===== config.mk =====
export PLATFORM = sky130hd
export DESIGN_NAME = mipsControl
export DESIGN_NICKNAME = d
export VERILOG_FILES = /design/src/hdl/mipsCtrlPkg.sv /design/src/hdl/aluDecoder.sv /design/src/hdl/idControlStage.sv /design/src/hdl/mainDecoder.sv /design/src/hdl/mipsControl.sv
export SDC_FILE = /design/constraint.sdc
export NUM_CORES = 1
export LEC_CHECK = 0
export BUFFER_PORTS_ARGS = -buffer_cell sky130_fd_sc_hd__buf_2
export CAP_MARGIN = 5
export CORE_MARGIN = 2
export CORE_UTILIZATION = 45
export CTS_BUF_LIST = sky130_fd_sc_hd__clkbuf_16
export CTS_CLUSTER_DIAMETER = 80
export DETAILED_ROUTE_END_ITERATION = 8
export HOLD_SLACK_MARGIN = 0.1
export PLACE_DENSITY = 0.78
export SLEW_MARGIN = 20
export SYNTH_ARGS = -nofsm -noshare
export SYNTH_HDL_FRONTEND = slang
export SYNTH_HIERARCHICAL = 1
export SYNTH_SLANG_ARGS = --single-unit

===== constraint.sdc =====
create_clock -name clock -period 0.8 [get_ports clock]
set_input_delay 0.08 -clock clock [delete_from_list [all_inputs] [get_ports clock]]
set_output_delay 0.08 -clock clock [all_outputs]
set_load 0.01 [all_outputs]

===== src/hdl/mipsCtrlPkg.sv =====
package mipsCtrlPkg;

    // Field widths of the instruction word
    localparam int instrWidth = 32;
    localparam int opWidth    = 6;
    localparam int functWidth = 6;
    localparam int regWidth   = 5;

    // Major opcodes handled by the decoder
    typedef enum logic [opWidth-1:0] {
        opTypeR  = 6'b000000,
        opTypeBI = 6'b000001,
        opJ      = 6'b000010,
        opJal    = 6'b000011,
        opBeq    = 6'b000100,
        opBne    = 6'b000101,
        opBlez   = 6'b000110,
        opBgtz   = 6'b000111,
        opAddi   = 6'b001000,
        opAddiu  = 6'b001001,
        opSlti   = 6'b001010,
        opSltiu  = 6'b001011,
        opAndi   = 6'b001100,
        opOri    = 6'b001101,
        opXori   = 6'b001110,
        opLui    = 6'b001111,
        opLb     = 6'b100000,
        opLh     = 6'b100001,
        opLw     = 6'b100011,
        opLbu    = 6'b100100,
        opLhu    = 6'b100101,
        opSb     = 6'b101000,
        opSh     = 6'b101001,
        opSw     = 6'b101011
    } opcode_e;

    // R-type function codes
    typedef enum logic [functWidth-1:0] {
        fnSll  = 6'b000000,
        fnSrl  = 6'b000010,
        fnSra  = 6'b000011,
        fnSllv = 6'b000100,
        fnSrlv = 6'b000110,
        fnSrav = 6'b000111,
        fnJr   = 6'b001000,
        fnJalr = 6'b001001,
        fnAdd  = 6'b100000,
        fnAddu = 6'b100001,
        fnSub  = 6'b100010,
        fnSubu = 6'b100011,
        fnAnd  = 6'b100100,
        fnOr   = 6'b100101,
        fnXor  = 6'b100110,
        fnNor  = 6'b100111,
        fnSlt  = 6'b101010,
        fnSltu = 6'b101011
    } funct_e;

    // Branch selector carried in rt under the regimm opcode
    typedef enum logic [regWidth-1:0] {
        rtBltz   = 5'b00000,
        rtBgez   = 5'b00001,
        rtBltzal = 5'b10000,
        rtBgezal = 5'b10001
    } regimmRt_e;

    // Operations understood by the execute-stage ALU
    typedef enum logic [4:0] {
        aluAdd,
        aluAddu,
        aluSub,
        aluSubu,
        aluAnd,
        aluOr,
        aluXor,
        aluNor,
        aluSlt,
        aluSltu,
        aluSll,
        aluSrl,
        aluSra,
        aluSllv,
        aluSrlv,
        aluSrav,
        aluSllc
    } aluOp_e;

    // Compare flag tested by a conditional branch
    typedef enum logic [2:0] {
        brNone,
        brEq,
        brNe,
        brGtz,
        brLez,
        brGez,
        brLtz
    } branchCond_e;

    // Next-PC choice
    typedef enum logic [1:0] {
        pcSeq     = 2'b00,
        pcJumpImm = 2'b01,
        pcBranch  = 2'b10,
        pcJumpReg = 2'b11
    } pcSrc_e;

    // Addu never traps, so it is safe for empty slots
    localparam aluOp_e bubbleAluOp = aluAddu;

endpackage


===== src/hdl/aluDecoder.sv =====
`timescale 1ns/1ns

module aluDecoder import mipsCtrlPkg::*; (
    input  opcode_e opCode,
    input  funct_e  funct,
    output aluOp_e  decodeAluOp
);

    aluOp_e rTypeOp;

    // R-type op selected by the funct field
    always_comb begin
        case (funct)
            fnAdd:      rTypeOp = aluAdd;
            fnAddu:     rTypeOp = aluAddu;
            fnSub:      rTypeOp = aluSub;
            fnSubu:     rTypeOp = aluSubu;
            fnAnd:      rTypeOp = aluAnd;
            fnOr:       rTypeOp = aluOr;
            fnXor:      rTypeOp = aluXor;
            fnNor:      rTypeOp = aluNor;
            fnSlt:      rTypeOp = aluSlt;
            fnSltu:     rTypeOp = aluSltu;
            fnSll:      rTypeOp = aluSll;
            fnSrl:      rTypeOp = aluSrl;
            fnSra:      rTypeOp = aluSra;
            fnSllv:     rTypeOp = aluSllv;
            fnSrlv:     rTypeOp = aluSrlv;
            fnSrav:     rTypeOp = aluSrav;
            // Return address passes through the adder
            fnJr, fnJalr: rTypeOp = aluAddu;
            default:    rTypeOp = bubbleAluOp;
        endcase
    end

    always_comb begin
        case (opCode)
            opTypeR:  decodeAluOp = rTypeOp;
            opAddi:   decodeAluOp = aluAdd;
            opAddiu:  decodeAluOp = aluAddu;
            opSlti:   decodeAluOp = aluSlt;
            opSltiu:  decodeAluOp = aluSltu;
            opAndi:   decodeAluOp = aluAnd;
            opOri:    decodeAluOp = aluOr;
            opXori:   decodeAluOp = aluXor;
            opLui:    decodeAluOp = aluSllc;
            // Address generation for memory ops
            opLb, opLh, opLw, opLbu, opLhu,
            opSb, opSh, opSw: decodeAluOp = aluAddu;
            // ALU result unused except for the link value
            opJ, opJal, opTypeBI,
            opBeq, opBne, opBlez, opBgtz: decodeAluOp = aluAddu;
            default:  decodeAluOp = bubbleAluOp;
        endcase
    end

endmodule


===== src/hdl/idControlStage.sv =====
`timescale 1ns/1ns

module idControlStage import mipsCtrlPkg::*; (
    input  logic        clock,
    input  logic        rstN,
    input  logic        idStall,
    input  logic        cmpEq,
    input  logic        cmpGz,
    input  logic        cmpGez,
    input  logic        cmpLz,
    input  logic        cmpLez,
    input  pcSrc_e      decodePcSrc,
    input  branchCond_e brCond,
    input  aluOp_e      decodeAluOp,
    input  logic        decSignExtend,
    input  logic        decLink,
    input  logic        decRegDst,
    input  logic        decAluSrcImm,
    input  logic        decMemRead,
    input  logic        decMemWrite,
    input  logic        decMemByte,
    input  logic        decMemHalf,
    input  logic        decMemSignExtend,
    input  logic        decRegWrite,
    input  logic        decMemToReg,
    output pcSrc_e      pcSrc,
    output logic        nextIsDelay,
    output logic        signExtend,
    output logic        link,
    output logic        regDst,
    output logic        aluSrcImm,
    output aluOp_e      aluOp,
    output logic        memRead,
    output logic        memWrite,
    output logic        memByte,
    output logic        memHalf,
    output logic        memSignExtend,
    output logic        regWrite,
    output logic        memToReg
);

    logic   taken;
    logic   live;
    pcSrc_e resolvedPcSrc;

    always_comb begin
        case (brCond)
            brEq:    taken = cmpEq;
            brNe:    taken = !cmpEq;
            brGtz:   taken = cmpGz;
            brLez:   taken = cmpLez;
            brGez:   taken = cmpGez;
            brLtz:   taken = cmpLz;
            default: taken = 1'b0;
        endcase
    end

    // Untaken branches fall back to the sequential PC
    assign resolvedPcSrc = (decodePcSrc == pcBranch) ? (taken ? pcBranch : pcSeq) : decodePcSrc;
    assign live          = !idStall;

    always_ff @(posedge clock or negedge rstN) begin
        if (!rstN) begin
            pcSrc         <= pcSeq;
            nextIsDelay   <= 1'b0;
            signExtend    <= 1'b0;
            link          <= 1'b0;
            regDst        <= 1'b0;
            aluSrcImm     <= 1'b0;
            aluOp         <= bubbleAluOp;
            memRead       <= 1'b0;
            memWrite      <= 1'b0;
            memByte       <= 1'b0;
            memHalf       <= 1'b0;
            memSignExtend <= 1'b0;
            regWrite      <= 1'b0;
            memToReg      <= 1'b0;
        end else begin
            // Stall inserts a bubble into execute
            pcSrc         <= live ? resolvedPcSrc : pcSeq;
            nextIsDelay   <= live && (decodePcSrc != pcSeq);
            signExtend    <= live && decSignExtend;
            link          <= live && decLink;
            regDst        <= live && decRegDst;
            aluSrcImm     <= live && decAluSrcImm;
            aluOp         <= live ? decodeAluOp : bubbleAluOp;
            memRead       <= live && decMemRead;
            memWrite      <= live && decMemWrite;
            memByte       <= live && decMemByte;
            memHalf       <= live && decMemHalf;
            memSignExtend <= live && decMemSignExtend;
            regWrite      <= live && decRegWrite;
            memToReg      <= live && decMemToReg;
        end
    end

    // A slot is a load or a store, never both
    memAccessExcl: assert property (@(posedge clock) disable iff (!rstN)
        !(memRead && memWrite))
        else $error("memRead and memWrite both high");

    memSizeExcl: assert property (@(posedge clock) disable iff (!rstN)
        !(memByte && memHalf))
        else $error("memByte and memHalf both high");

    // Stalled slot reaches execute with no side effects
    stallBubble: assert property (@(posedge clock) disable iff (!rstN)
        idStall |=> (!regWrite && !memWrite))
        else $error("side effect after stalled decode");

endmodule


===== src/hdl/mainDecoder.sv =====
`timescale 1ns/1ns

module mainDecoder import mipsCtrlPkg::*; (
    input  opcode_e     opCode,
    input  funct_e      funct,
    input  regimmRt_e   rt,
    output pcSrc_e      decodePcSrc,
    output branchCond_e brCond,
    output logic        signExtend,
    output logic        link,
    output logic        regDst,
    output logic        aluSrcImm,
    output logic        memRead,
    output logic        memWrite,
    output logic        memByte,
    output logic        memHalf,
    output logic        memSignExtend,
    output logic        regWrite,
    output logic        memToReg
);

    logic               known;
    logic [opWidth-1:0] opBits;

    assign opBits = opCode;

    always_comb begin
        known         = 1'b1;
        decodePcSrc   = pcSeq;
        brCond        = brNone;
        link          = 1'b0;
        regDst        = 1'b0;
        aluSrcImm     = 1'b0;
        memRead       = 1'b0;
        memWrite      = 1'b0;
        memByte       = 1'b0;
        memHalf       = 1'b0;
        memSignExtend = 1'b0;
        regWrite      = 1'b0;
        memToReg      = 1'b0;

        case (opCode)
            opTypeR: begin
                case (funct)
                    fnJr: decodePcSrc = pcJumpReg;
                    fnJalr: begin
                        decodePcSrc = pcJumpReg;
                        link        = 1'b1;
                        regDst      = 1'b1;
                        regWrite    = 1'b1;
                    end
                    fnAdd, fnAddu, fnSub, fnSubu, fnAnd, fnOr, fnXor, fnNor,
                    fnSlt, fnSltu, fnSll, fnSrl, fnSra, fnSllv, fnSrlv, fnSrav: begin
                        regDst   = 1'b1;
                        regWrite = 1'b1;
                    end
                    default: known = 1'b0;
                endcase
            end
            // Regimm branches, with or without link
            opTypeBI: begin
                case (rt)
                    rtBltz, rtBltzal: brCond = brLtz;
                    rtBgez, rtBgezal: brCond = brGez;
                    default: known = 1'b0;
                endcase
                if (known) begin
                    decodePcSrc = pcBranch;
                    link        = (rt == rtBltzal) || (rt == rtBgezal);
                    regWrite    = link;
                end
            end
            opBeq, opBne, opBlez, opBgtz: begin
                decodePcSrc = pcBranch;
                case (opCode)
                    opBeq:   brCond = brEq;
                    opBne:   brCond = brNe;
                    opBlez:  brCond = brLez;
                    default: brCond = brGtz;
                endcase
            end
            opJ: decodePcSrc = pcJumpImm;
            opJal: begin
                decodePcSrc = pcJumpImm;
                link        = 1'b1;
                regWrite    = 1'b1;
            end
            opAddi, opAddiu, opSlti, opSltiu, opAndi, opOri, opXori, opLui: begin
                aluSrcImm = 1'b1;
                regWrite  = 1'b1;
            end
            opLb, opLh, opLw, opLbu, opLhu: begin
                aluSrcImm     = 1'b1;
                memRead       = 1'b1;
                regWrite      = 1'b1;
                memToReg      = 1'b1;
                memByte       = opCode inside {opLb, opLbu};
                memHalf       = opCode inside {opLh, opLhu};
                memSignExtend = opCode inside {opLb, opLh};
            end
            opSb, opSh, opSw: begin
                aluSrcImm = 1'b1;
                memWrite  = 1'b1;
                memByte   = (opCode == opSb);
                memHalf   = (opCode == opSh);
            end
            default: known = 1'b0;
        endcase

        // Zero extension for the logical immediates and lui (opcodes 0011xx)
        signExtend = known && (opBits[5:2] != 4'b0011);
    end

endmodule


===== src/hdl/mipsControl.sv =====
`timescale 1ns/1ns

module mipsControl import mipsCtrlPkg::*; (
    input  logic                  clock,
    input  logic                  rstN,
    input  logic [instrWidth-1:0] instr,
    input  logic                  idStall,
    input  logic                  cmpEq,
    input  logic                  cmpGz,
    input  logic                  cmpGez,
    input  logic                  cmpLz,
    input  logic                  cmpLez,
    output pcSrc_e                pcSrc,
    output logic                  nextIsDelay,
    output logic                  signExtend,
    output logic                  link,
    output logic                  regDst,
    output logic                  aluSrcImm,
    output aluOp_e                aluOp,
    output logic                  memRead,
    output logic                  memWrite,
    output logic                  memByte,
    output logic                  memHalf,
    output logic                  memSignExtend,
    output logic                  regWrite,
    output logic                  memToReg
);

    opcode_e     opCode;
    funct_e      funct;
    regimmRt_e   rt;
    pcSrc_e      decodePcSrc;
    branchCond_e brCond;
    aluOp_e      decodeAluOp;
    logic        decSignExtend;
    logic        decLink;
    logic        decRegDst;
    logic        decAluSrcImm;
    logic        decMemRead;
    logic        decMemWrite;
    logic        decMemByte;
    logic        decMemHalf;
    logic        decMemSignExtend;
    logic        decRegWrite;
    logic        decMemToReg;

    // Instruction fields with rt at bits 20:16
    assign opCode = opcode_e'(instr[instrWidth-1 -: opWidth]);
    assign funct  = funct_e'(instr[functWidth-1:0]);
    assign rt     = regimmRt_e'(instr[16 +: regWidth]);

    mainDecoder u_mainDecoder (
        .opCode        (opCode),
        .funct         (funct),
        .rt            (rt),
        .decodePcSrc   (decodePcSrc),
        .brCond        (brCond),
        .signExtend    (decSignExtend),
        .link          (decLink),
        .regDst        (decRegDst),
        .aluSrcImm     (decAluSrcImm),
        .memRead       (decMemRead),
        .memWrite      (decMemWrite),
        .memByte       (decMemByte),
        .memHalf       (decMemHalf),
        .memSignExtend (decMemSignExtend),
        .regWrite      (decRegWrite),
        .memToReg      (decMemToReg)
    );

    aluDecoder u_aluDecoder (
        .opCode      (opCode),
        .funct       (funct),
        .decodeAluOp (decodeAluOp)
    );

    idControlStage u_idControlStage (
        .clock            (clock),
        .rstN             (rstN),
        .idStall          (idStall),
        .cmpEq            (cmpEq),
        .cmpGz            (cmpGz),
        .cmpGez           (cmpGez),
        .cmpLz            (cmpLz),
        .cmpLez           (cmpLez),
        .decodePcSrc      (decodePcSrc),
        .brCond           (brCond),
        .decodeAluOp      (decodeAluOp),
        .decSignExtend    (decSignExtend),
        .decLink          (decLink),
        .decRegDst        (decRegDst),
        .decAluSrcImm     (decAluSrcImm),
        .decMemRead       (decMemRead),
        .decMemWrite      (decMemWrite),
        .decMemByte       (decMemByte),
        .decMemHalf       (decMemHalf),
        .decMemSignExtend (decMemSignExtend),
        .decRegWrite      (decRegWrite),
        .decMemToReg      (decMemToReg),
        .pcSrc            (pcSrc),
        .nextIsDelay      (nextIsDelay),
        .signExtend       (signExtend),
        .link             (link),
        .regDst           (regDst),
        .aluSrcImm        (aluSrcImm),
        .aluOp            (aluOp),
        .memRead          (memRead),
        .memWrite         (memWrite),
        .memByte          (memByte),
        .memHalf          (memHalf),
        .memSignExtend    (memSignExtend),
        .regWrite         (regWrite),
        .memToReg         (memToReg)
    );

endmodule


==> summary.md, run 1 <==
| Metric | Value |
|---|---|
| Outcome | `complete, but fails checks` |
| Failing checks | `setup timing` |
| Syn avg cell area | `just over 9 µm²` |
| Top delay family on crit path | `compound AO/OA/AOI/OAI gates` |
| Cells after Synth | `between 100 and 150` |
| Rel. slew slack | `between 60% and 70%` |
| First-pass GRT wire length | `6113 µm` |
| Slew Viols, Final | `0` |
| Wire per inst | `about 20 µm` |
| Worst-path cell chain | `buf_6, buf_12, nor3_2, nand2_1, o21ai_0, o221ai_2, a221oi_2` |
| Post-Route WL | `roughly 5300 µm` |
| Overflow after GRT | `0` |
| Worst-margin pin slew | `~0.6 ns` |
| Layout cells sized above 1 | `approximately two thirds` |
| 1st-pass router iterations | `4` |
| Period utilisation layout | `207.9%` |
| Critical Path Fanout Max | `5` |
| Root Buffer | `clkbuf_16` |
| Gr usage total | `a little under a quarter` |
| Cell Area, Synth | `about 0.0013 mm²` |
| Synth area leaders | `dfrtp_1 (35%), nor2b_1 (8.7%), nor2_1 (3.2%)` |
| Vias | `1565` |
| Cts bufs inserted | `3` |
| Yosys reg bits | `19` |
| Overall Power | `2.801 mW` |
| Vias in the first global route | `between 1000 and 1500` |
| Count of cell types in the netlist | `54` |
| Starting Density | `a little under half` |
| ANT cells | `0` |
| EDFF count, synth | `0` |
| Port bufs | `between 40 and 50` |
| CP peak stage delay | `around 0.41 ns` |
| Max reg flops | `5` |
| HP Class | `primary input to flop` |
| Top Ports | `59` |
| Maximum vdd drop | `between 2 and 2.5 mV` |
| Critical path class | `primary input to flop` |
| Worst EP required | `0.92 ns` |
| CP startpoint kind | `primary input` |
| DIE AREA | `between 0.003 and 0.004 mm²` |
| Row Count | `19` |
| Largest regs | `u_idControlStage/aluOp: 5 flops, u_idControlStage/pcSrc: 2 flops` |
| Via density | `about 5.9` |
| Clock sinks | `19` |
| Syn Nets | `around 180` |
| CP bufs+invs | `2` |
| Iter 0 DRT Violations | `90` |
| Pleak | `1.180 nW` |
| Clock Path Buffers | `2` |
| Final ANT Viol Nets | `0` |
| Slowest cell on crit path | `o21ai_0` |
| Core Region | `about 0.0027 mm²` |
| Total Nets Final | `roughly 280` |
| Worst-path clk slew | `0.05 ns` |
| Commonest non-fill, non-tap cell in the layout | `buf_4` |
| Maximum Capacitance Violations | `0` |
| Achievable Freq | `around 0.60 GHz` |
| Layout area overhead | `92.63%` |
| Hold_ws | `~0.23 ns` |
| Reg with most FFs | `u_idControlStage/aluOp` |
| Layout fillers | `between 100 and 150` |
| Setup TNS | `-6.440 ns` |
| CTS tree | `done` |
| Largest net degree at the start of global routing | `20` |
| Ys async rst share | `between 90% and 100%` |
| Post-synthesis sequential area ratio | `between 30% and 40%` |
| Fin crit period | `around 1.7 ns` |
| Leading cell types in the layout, fill and taps excluded | `buf_4 (37), buf_2 (34), buf_6 (20)` |
| DRC Markers | `0` |
| Initial antenna violation count | `0` |
| Post-route setup slack | `-0.8636 ns` |
| P per Cell Area | `around 1100 mW/mm²` |
| Final Hold Vio Count | `0` |
| Yosys top cell area share | `between 30% and 40%` |
| H-tree depth | `1` |
| Crit end category | `flop` |
| Synth warnings | `6` |
| Die H | `between 50 and 60 µm` |
| Final setup fails | `33` |
| RSZ-0062 raised after global routing | `true` |
| CP arrival | `~1.8 ns` |
| GP Congestion | `0.8656` |
| Synth area leader | `dfrtp_1` |
| DP HPWL | `around 2600 µm` |
| Most used DFF post-synth | `dfrtp_1` |
| Chip Width | `about 58 µm` |
[per-layer routing]
layer,share of wire [%],global-route usage (%)
met3,6.9,4.308
met2,50,42.69
met4,2.5,8.970
met1,41,27.55
met5,0,0
[cells by family after synthesis]
logic type / Yosys count / synth area share (%)
simple gates: 69 / 33.95
compound gates: 32 / 18.91
flops: 19 / 36.95
buf+inv: 13 / 5.140
mux: 3 / 2.425
fa+ha+maj: 2 / 1.940
xor+xnor: 1 / 0.6791
[Yosys cell counts, drive strengths merged, types with 2 or more instances]
cell type  count
buf            4
a2111oi        2
or3            3
nand2b         4
a21oi          3
nor4bb         2
mux2i          2
inv            8
nor4           4
o21ai          8
nand3          5
nor2b         19
ha             2
nor2          11
a21boi         2
a21o           2
dfrtp         18
o22ai          3
nand2         10
nor3           3
[timing repair]
item | 4_1_cts | 5_1_grt
gates cloned | 0 | 1
buffers inserted | 12 | 15
pin swaps | 8 | 12
resized for setup | 38 | 58
endpoints found under the hold margin | 19 | 0
endpoints found under the setup margin | 37 | 38
hold buffers | 1 | 0
[area by class of cell]
| class | instances | area (µm²) | area share, % |
|---|---|---|---|
| Clock buffer | 3 | 75.07 | 3.021 |
| Clock inverter | 1 | 3.754 | 0.1511 |
| Inverter | 8 | 32.53 | 1.309 |
| Multi-Input combinational cell | 107 | 1060 | 42.65 |
| Sequential cell | 19 | 476.7 | 19.18 |
| Tap cell | 31 | 38.79 | 1.561 |
| Timing Repair Buffer | 98 | 798.3 | 32.12 |
[final timing paths]
check	from	endpoint	slack [ns]	cells past startpoint
max in group asynchronous	rstN	u_idControlStage/aluOp[0]$_DFF_PN1_	0.19	2
worst min-delay path	cmpGz	u_idControlStage/pcSrc[1]$_DFF_PN0_	0.23	3
min in group asynchronous	rstN	u_idControlStage/pcSrc[1]$_DFF_PN0_	0.29	2
worst max-delay path	instr[29]	u_idControlStage/pcSrc[1]$_DFF_PN0_	-0.86	7
[metrics by stage]
| step | instance area, µm² | cells | setup WS [ns] | util, % |
|---|---|---|---|---|
| 5_1_grt | 2485 | 267 | -0.8845 | 90.89 |
| 6_report | 2485 | 267 | -0.8636 | 90.89 |
| 4_1_cts | 2068 | 252 | -0.6524 | 75.65 |
| 2_1_floorplan | 1329 | 139 | -0.9181 | - |
| 3_5_place_dp | 1740 | 236 | -0.9802 | 63.66 |
| 3_3_place_gp | 1740 | 236 | -0.8849 | 63.66 |
[power breakdown]
| part | internal, mW | switching (mW) | total (mW) |
|---|---|---|---|
| Clock | 0.663 | 0.327 | 0.990 |
| Sequential | 0.980 | 0.00388 | 0.984 |
| Combinational | 0.414 | 0.412 | 0.827 |
Note: power is estimated with default switching activity, not from simulation.
==> run 2, diff against run 1 <==
Settings changed: CORE_UTILIZATION 45 to 42, PLACE_DENSITY 0.78 to 0.77, SKIP_LAST_GASP from default to 1.
Clock period 0.8 ns to 1.44 ns, I/O delays scaled along.
==> run 2 against run 1 <==
Effect of this change: the flow still finishes with violations (setup timing); worst setup slack improved by 0.74 ns; cell area decreased by 24%; first-iteration DRC count decreased by 76%; global-route usage decreased by 5.3 points; critical path type unchanged; critical endpoint unchanged; largest cell class unchanged; highest routed layer unchanged.
==> summary.md, run 2 (synthesis results as in run 1) <==
| Metric | Value |
|---|---|
| Overflow after GRT | `0 (unchanged)` |
| Final Util | `63.40% (was 90.89%)` |
| Fin crit period | `1.565 ns` |
| Starting Density | `43.32% (was 47.19%)` |
| Power Internal | `1.044 mW (was 2.058 mW)` |
| RSZ-0062 raised after global routing | `true (unchanged)` |
| DIE AREA | `0.003531 mm² (was 0.003311 mm²)` |
| Layout area overhead | `46.36% (was 92.63%)` |
| Leading cell types in the layout, fill and taps excluded | `buf_2 (40), buf_4 (31), nor2b_1 (18), dfrtp_1 (18), nor2_1 (11) (was buf_4 (37), buf_2 (34), buf_6 (20))` |
| CTS tree | `done (unchanged)` |
| Chip Width | `59.42 µm (was 57.54 µm)` |
| Period utilisation layout | `108.7%` |
| Via density | `5.265 (was 5.861)` |
| Vias | `1290 (was 1565)` |
| GP Congestion | `0.8833 (was 0.8656)` |
| CP bufs+invs | `1 (was 2)` |
| Worst EP required | `1.59 ns (was 0.92 ns)` |
| Critical path class | `primary input to flop (unchanged)` |
| Core Region | `0.002978 mm² (was 0.002734 mm²)` |
| Design Area, Final | `0.001888 mm² (was 0.002485 mm²)` |
| Dpl cells | `237 (was 236)` |
| CP peak stage delay | `0.39 ns (was 0.41 ns)` |
| Total Nets Final | `255 (was 279)` |
| Seq. cell area | `476.7 µm² (unchanged)` |
| Rel. slew slack | `73.95% (was 60.07%)` |
| Worst-margin pin slew | `0.3809 ns (was 0.5906 ns)` |
| Max reg flops | `5 (unchanged)` |
| Outcome | `complete, but fails checks (unchanged)` |
| Setup TNS | `-0.1248 ns (was -6.440 ns)` |
| Crit end category | `flop (unchanged)` |
| HP Class | `primary input to flop (unchanged)` |
| Post-Layout Cell Count | `245 (was 267)` |
| CP startpoint kind | `primary input (unchanged)` |
| Slew Viols, Final | `0 (unchanged)` |
| Reg with most FFs | `u_idControlStage/aluOp (unchanged)` |
| Footprint of the multi-input gates | `795.8 µm² (was 0.001060 mm²)` |
| Clock Path Buffers | `2 (unchanged)` |
| Slowest cell on crit path | `or3_4 (was o21ai_0)` |
| Reg power frac | `40.2% (was 35.1%)` |
| Gr usage total | `18.39% (was 23.65%)` |
| Post-DP Area | `0.001719 mm² (was 0.001740 mm²)` |
| Final Hold Vio Count | `0 (unchanged)` |
| Die H | `59.42 µm (was 57.54 µm)` |
| Maximum vdd drop | `0.3234 mV (was 2.050 mV)` |
| ANT cells | `0 (unchanged)` |
| P per Cell Area | `720.8 mW/mm² (was 1127 mW/mm²)` |
| 1st-pass router iterations | `4 (unchanged)` |
| Failing checks | `setup timing (unchanged)` |
| Iter 0 DRT Violations | `22 (was 90)` |
| Clock sinks | `19 (unchanged)` |
| Vias in the first global route | `1179 (was 1400)` |
| Sw Ratio | `23.26% (was 26.53%)` |
| Maximum Capacitance Violations | `0 (unchanged)` |
| Achievable Freq | `0.6390 GHz` |
| Post-route setup slack | `-0.1248 ns (was -0.8636 ns)` |
| CP arrival | `1.71 ns (was 1.79 ns)` |
| Worst-path cell chain | `buf_6, or3_4, nor3_4, nand2_2, o22ai_4, mux2_4, o221ai_2, a221oi_2 (was buf_6, buf_12, nor3_2, nand2_1, o21ai_0, o221ai_2, a221oi_2)` |
| Hold_ws | `0.2570 ns (was 0.2327 ns)` |
| Post-Route WL | `3143 µm (was 5316 µm)` |
| Cts bufs inserted | `3 (unchanged)` |
| DP HPWL | `2511 µm (was 2556 µm)` |
| Final setup fails | `1 (was 33)` |
| Switching power | `0.3166 mW (was 0.7431 mW)` |
| H-tree depth | `1 (unchanged)` |
| Root Buffer | `clkbuf_16 (unchanged)` |
| Worst-path clk slew | `0.05 ns (about the same)` |
| Largest net degree at the start of global routing | `20 (unchanged)` |
| Part of the power in the clock network | `39.4% (was 35.3%)` |
| Initial antenna violation count | `0 (unchanged)` |
| Top Ports | `59 (unchanged)` |
| Min-delay src | `cmpGz (unchanged)` |
| Post-Place Worst Slack | `-0.4424 ns (was -0.9802 ns)` |
| Top delay family on crit path | `simple AND/OR/NAND/NOR gates (was compound AO/OA/AOI/OAI gates)` |
| Layout fillers | `235 (was 101)` |
| Layout cells sized above 1 | `45.75% (was 66.10%)` |
| Row Count | `20 (was 19)` |
| Commonest non-fill, non-tap cell in the layout | `buf_2 (was buf_4)` |
| Wire per inst | `12.83 µm (was 19.91 µm)` |
| Pleak | `0.9479 nW (was 1.180 nW)` |
| DRC Markers | `0 (unchanged)` |
| Critical Path Fanout Max | `4 (was 5)` |
| Port bufs | `43 (unchanged)` |
| Combinational power share | `20.4% (was 29.5%)` |
| WHS Endpoint | `u_idControlStage/pcSrc[1]$_DFF_PN0_ (unchanged)` |
| Hold Path Depth | `3 (unchanged)` |
| Overall Power | `1.361 mW (was 2.801 mW)` |
| Largest regs | `u_idControlStage/aluOp: 5 flops, u_idControlStage/pcSrc: 2 flops (unchanged)` |
| Final ANT Viol Nets | `0 (unchanged)` |
| First-pass GRT wire length | `5037 µm (was 6113 µm)` |
==> run 2: changes by cell type in the layout (fill, tap and decap cells not counted), sizes merged <==
cell / before / now
buf: 96 / 73
clkbuf: 4 / 3
==> run 2: area by class of cell <==
type                    instances  area share [%]
well taps                      33           2.187
flip-flops and latches         19           25.25
repair buffers                 74           24.65
inverters                       8           1.590
clock buffers                   3           3.976
clock inverters                 1          0.1988
multi-input cells             107           42.15
==> run 2: what timing repair did <==
action / in CTS / in global routing
setup buffers: 2 / 1
endpoints found under the setup margin: 1 / 5
endpoints found under the hold margin: 18 / 0
pin swaps: 5 / 6
gates resized for setup: 4 / 7
hold buffers: 1 / 0
==> run 2: how the worst max path moves through the flow <==
stage              start                                  end  cells after the start
2_1_floorplan  instr[29]  u_idControlStage/pcSrc[1]$_DFF_PN0_                      8
3_3_place_gp   instr[27]  u_idControlStage/pcSrc[1]$_DFF_PN0_                      8
3_5_place_dp   instr[27]  u_idControlStage/pcSrc[1]$_DFF_PN0_                      8
4_1_cts        instr[28]  u_idControlStage/pcSrc[1]$_DFF_PN0_                      8
5_1_grt        instr[29]  u_idControlStage/pcSrc[1]$_DFF_PN0_                      8
6_report       instr[29]  u_idControlStage/pcSrc[1]$_DFF_PN0_                      8
==> run 2: per-layer routing <==
layer  track usage, %  vias up  share of wire (%)
met5                0        -                  0
met4            6.494        0                1.4
met3            1.310        4                2.8
met2            33.44       33                 53
met1            22.51      607                 43
li1                 -      646                  -
==> run 2: power groups by stage <==
| stage | Clock (mW) | Combinational (mW) | Sequential [mW] |
|---|---|---|---|
| after floorplan | 0 | 0.108 | 0.562 |
| after CTS | 0.546 | 0.270 | 0.547 |
| after global routing | 0.563 | 0.305 | 0.547 |
| after detailed placement | 0 | 0.261 | 0.556 |
| final | 0.536 | 0.278 | 0.547 |
| after global placement | 0 | 0.251 | 0.555 |
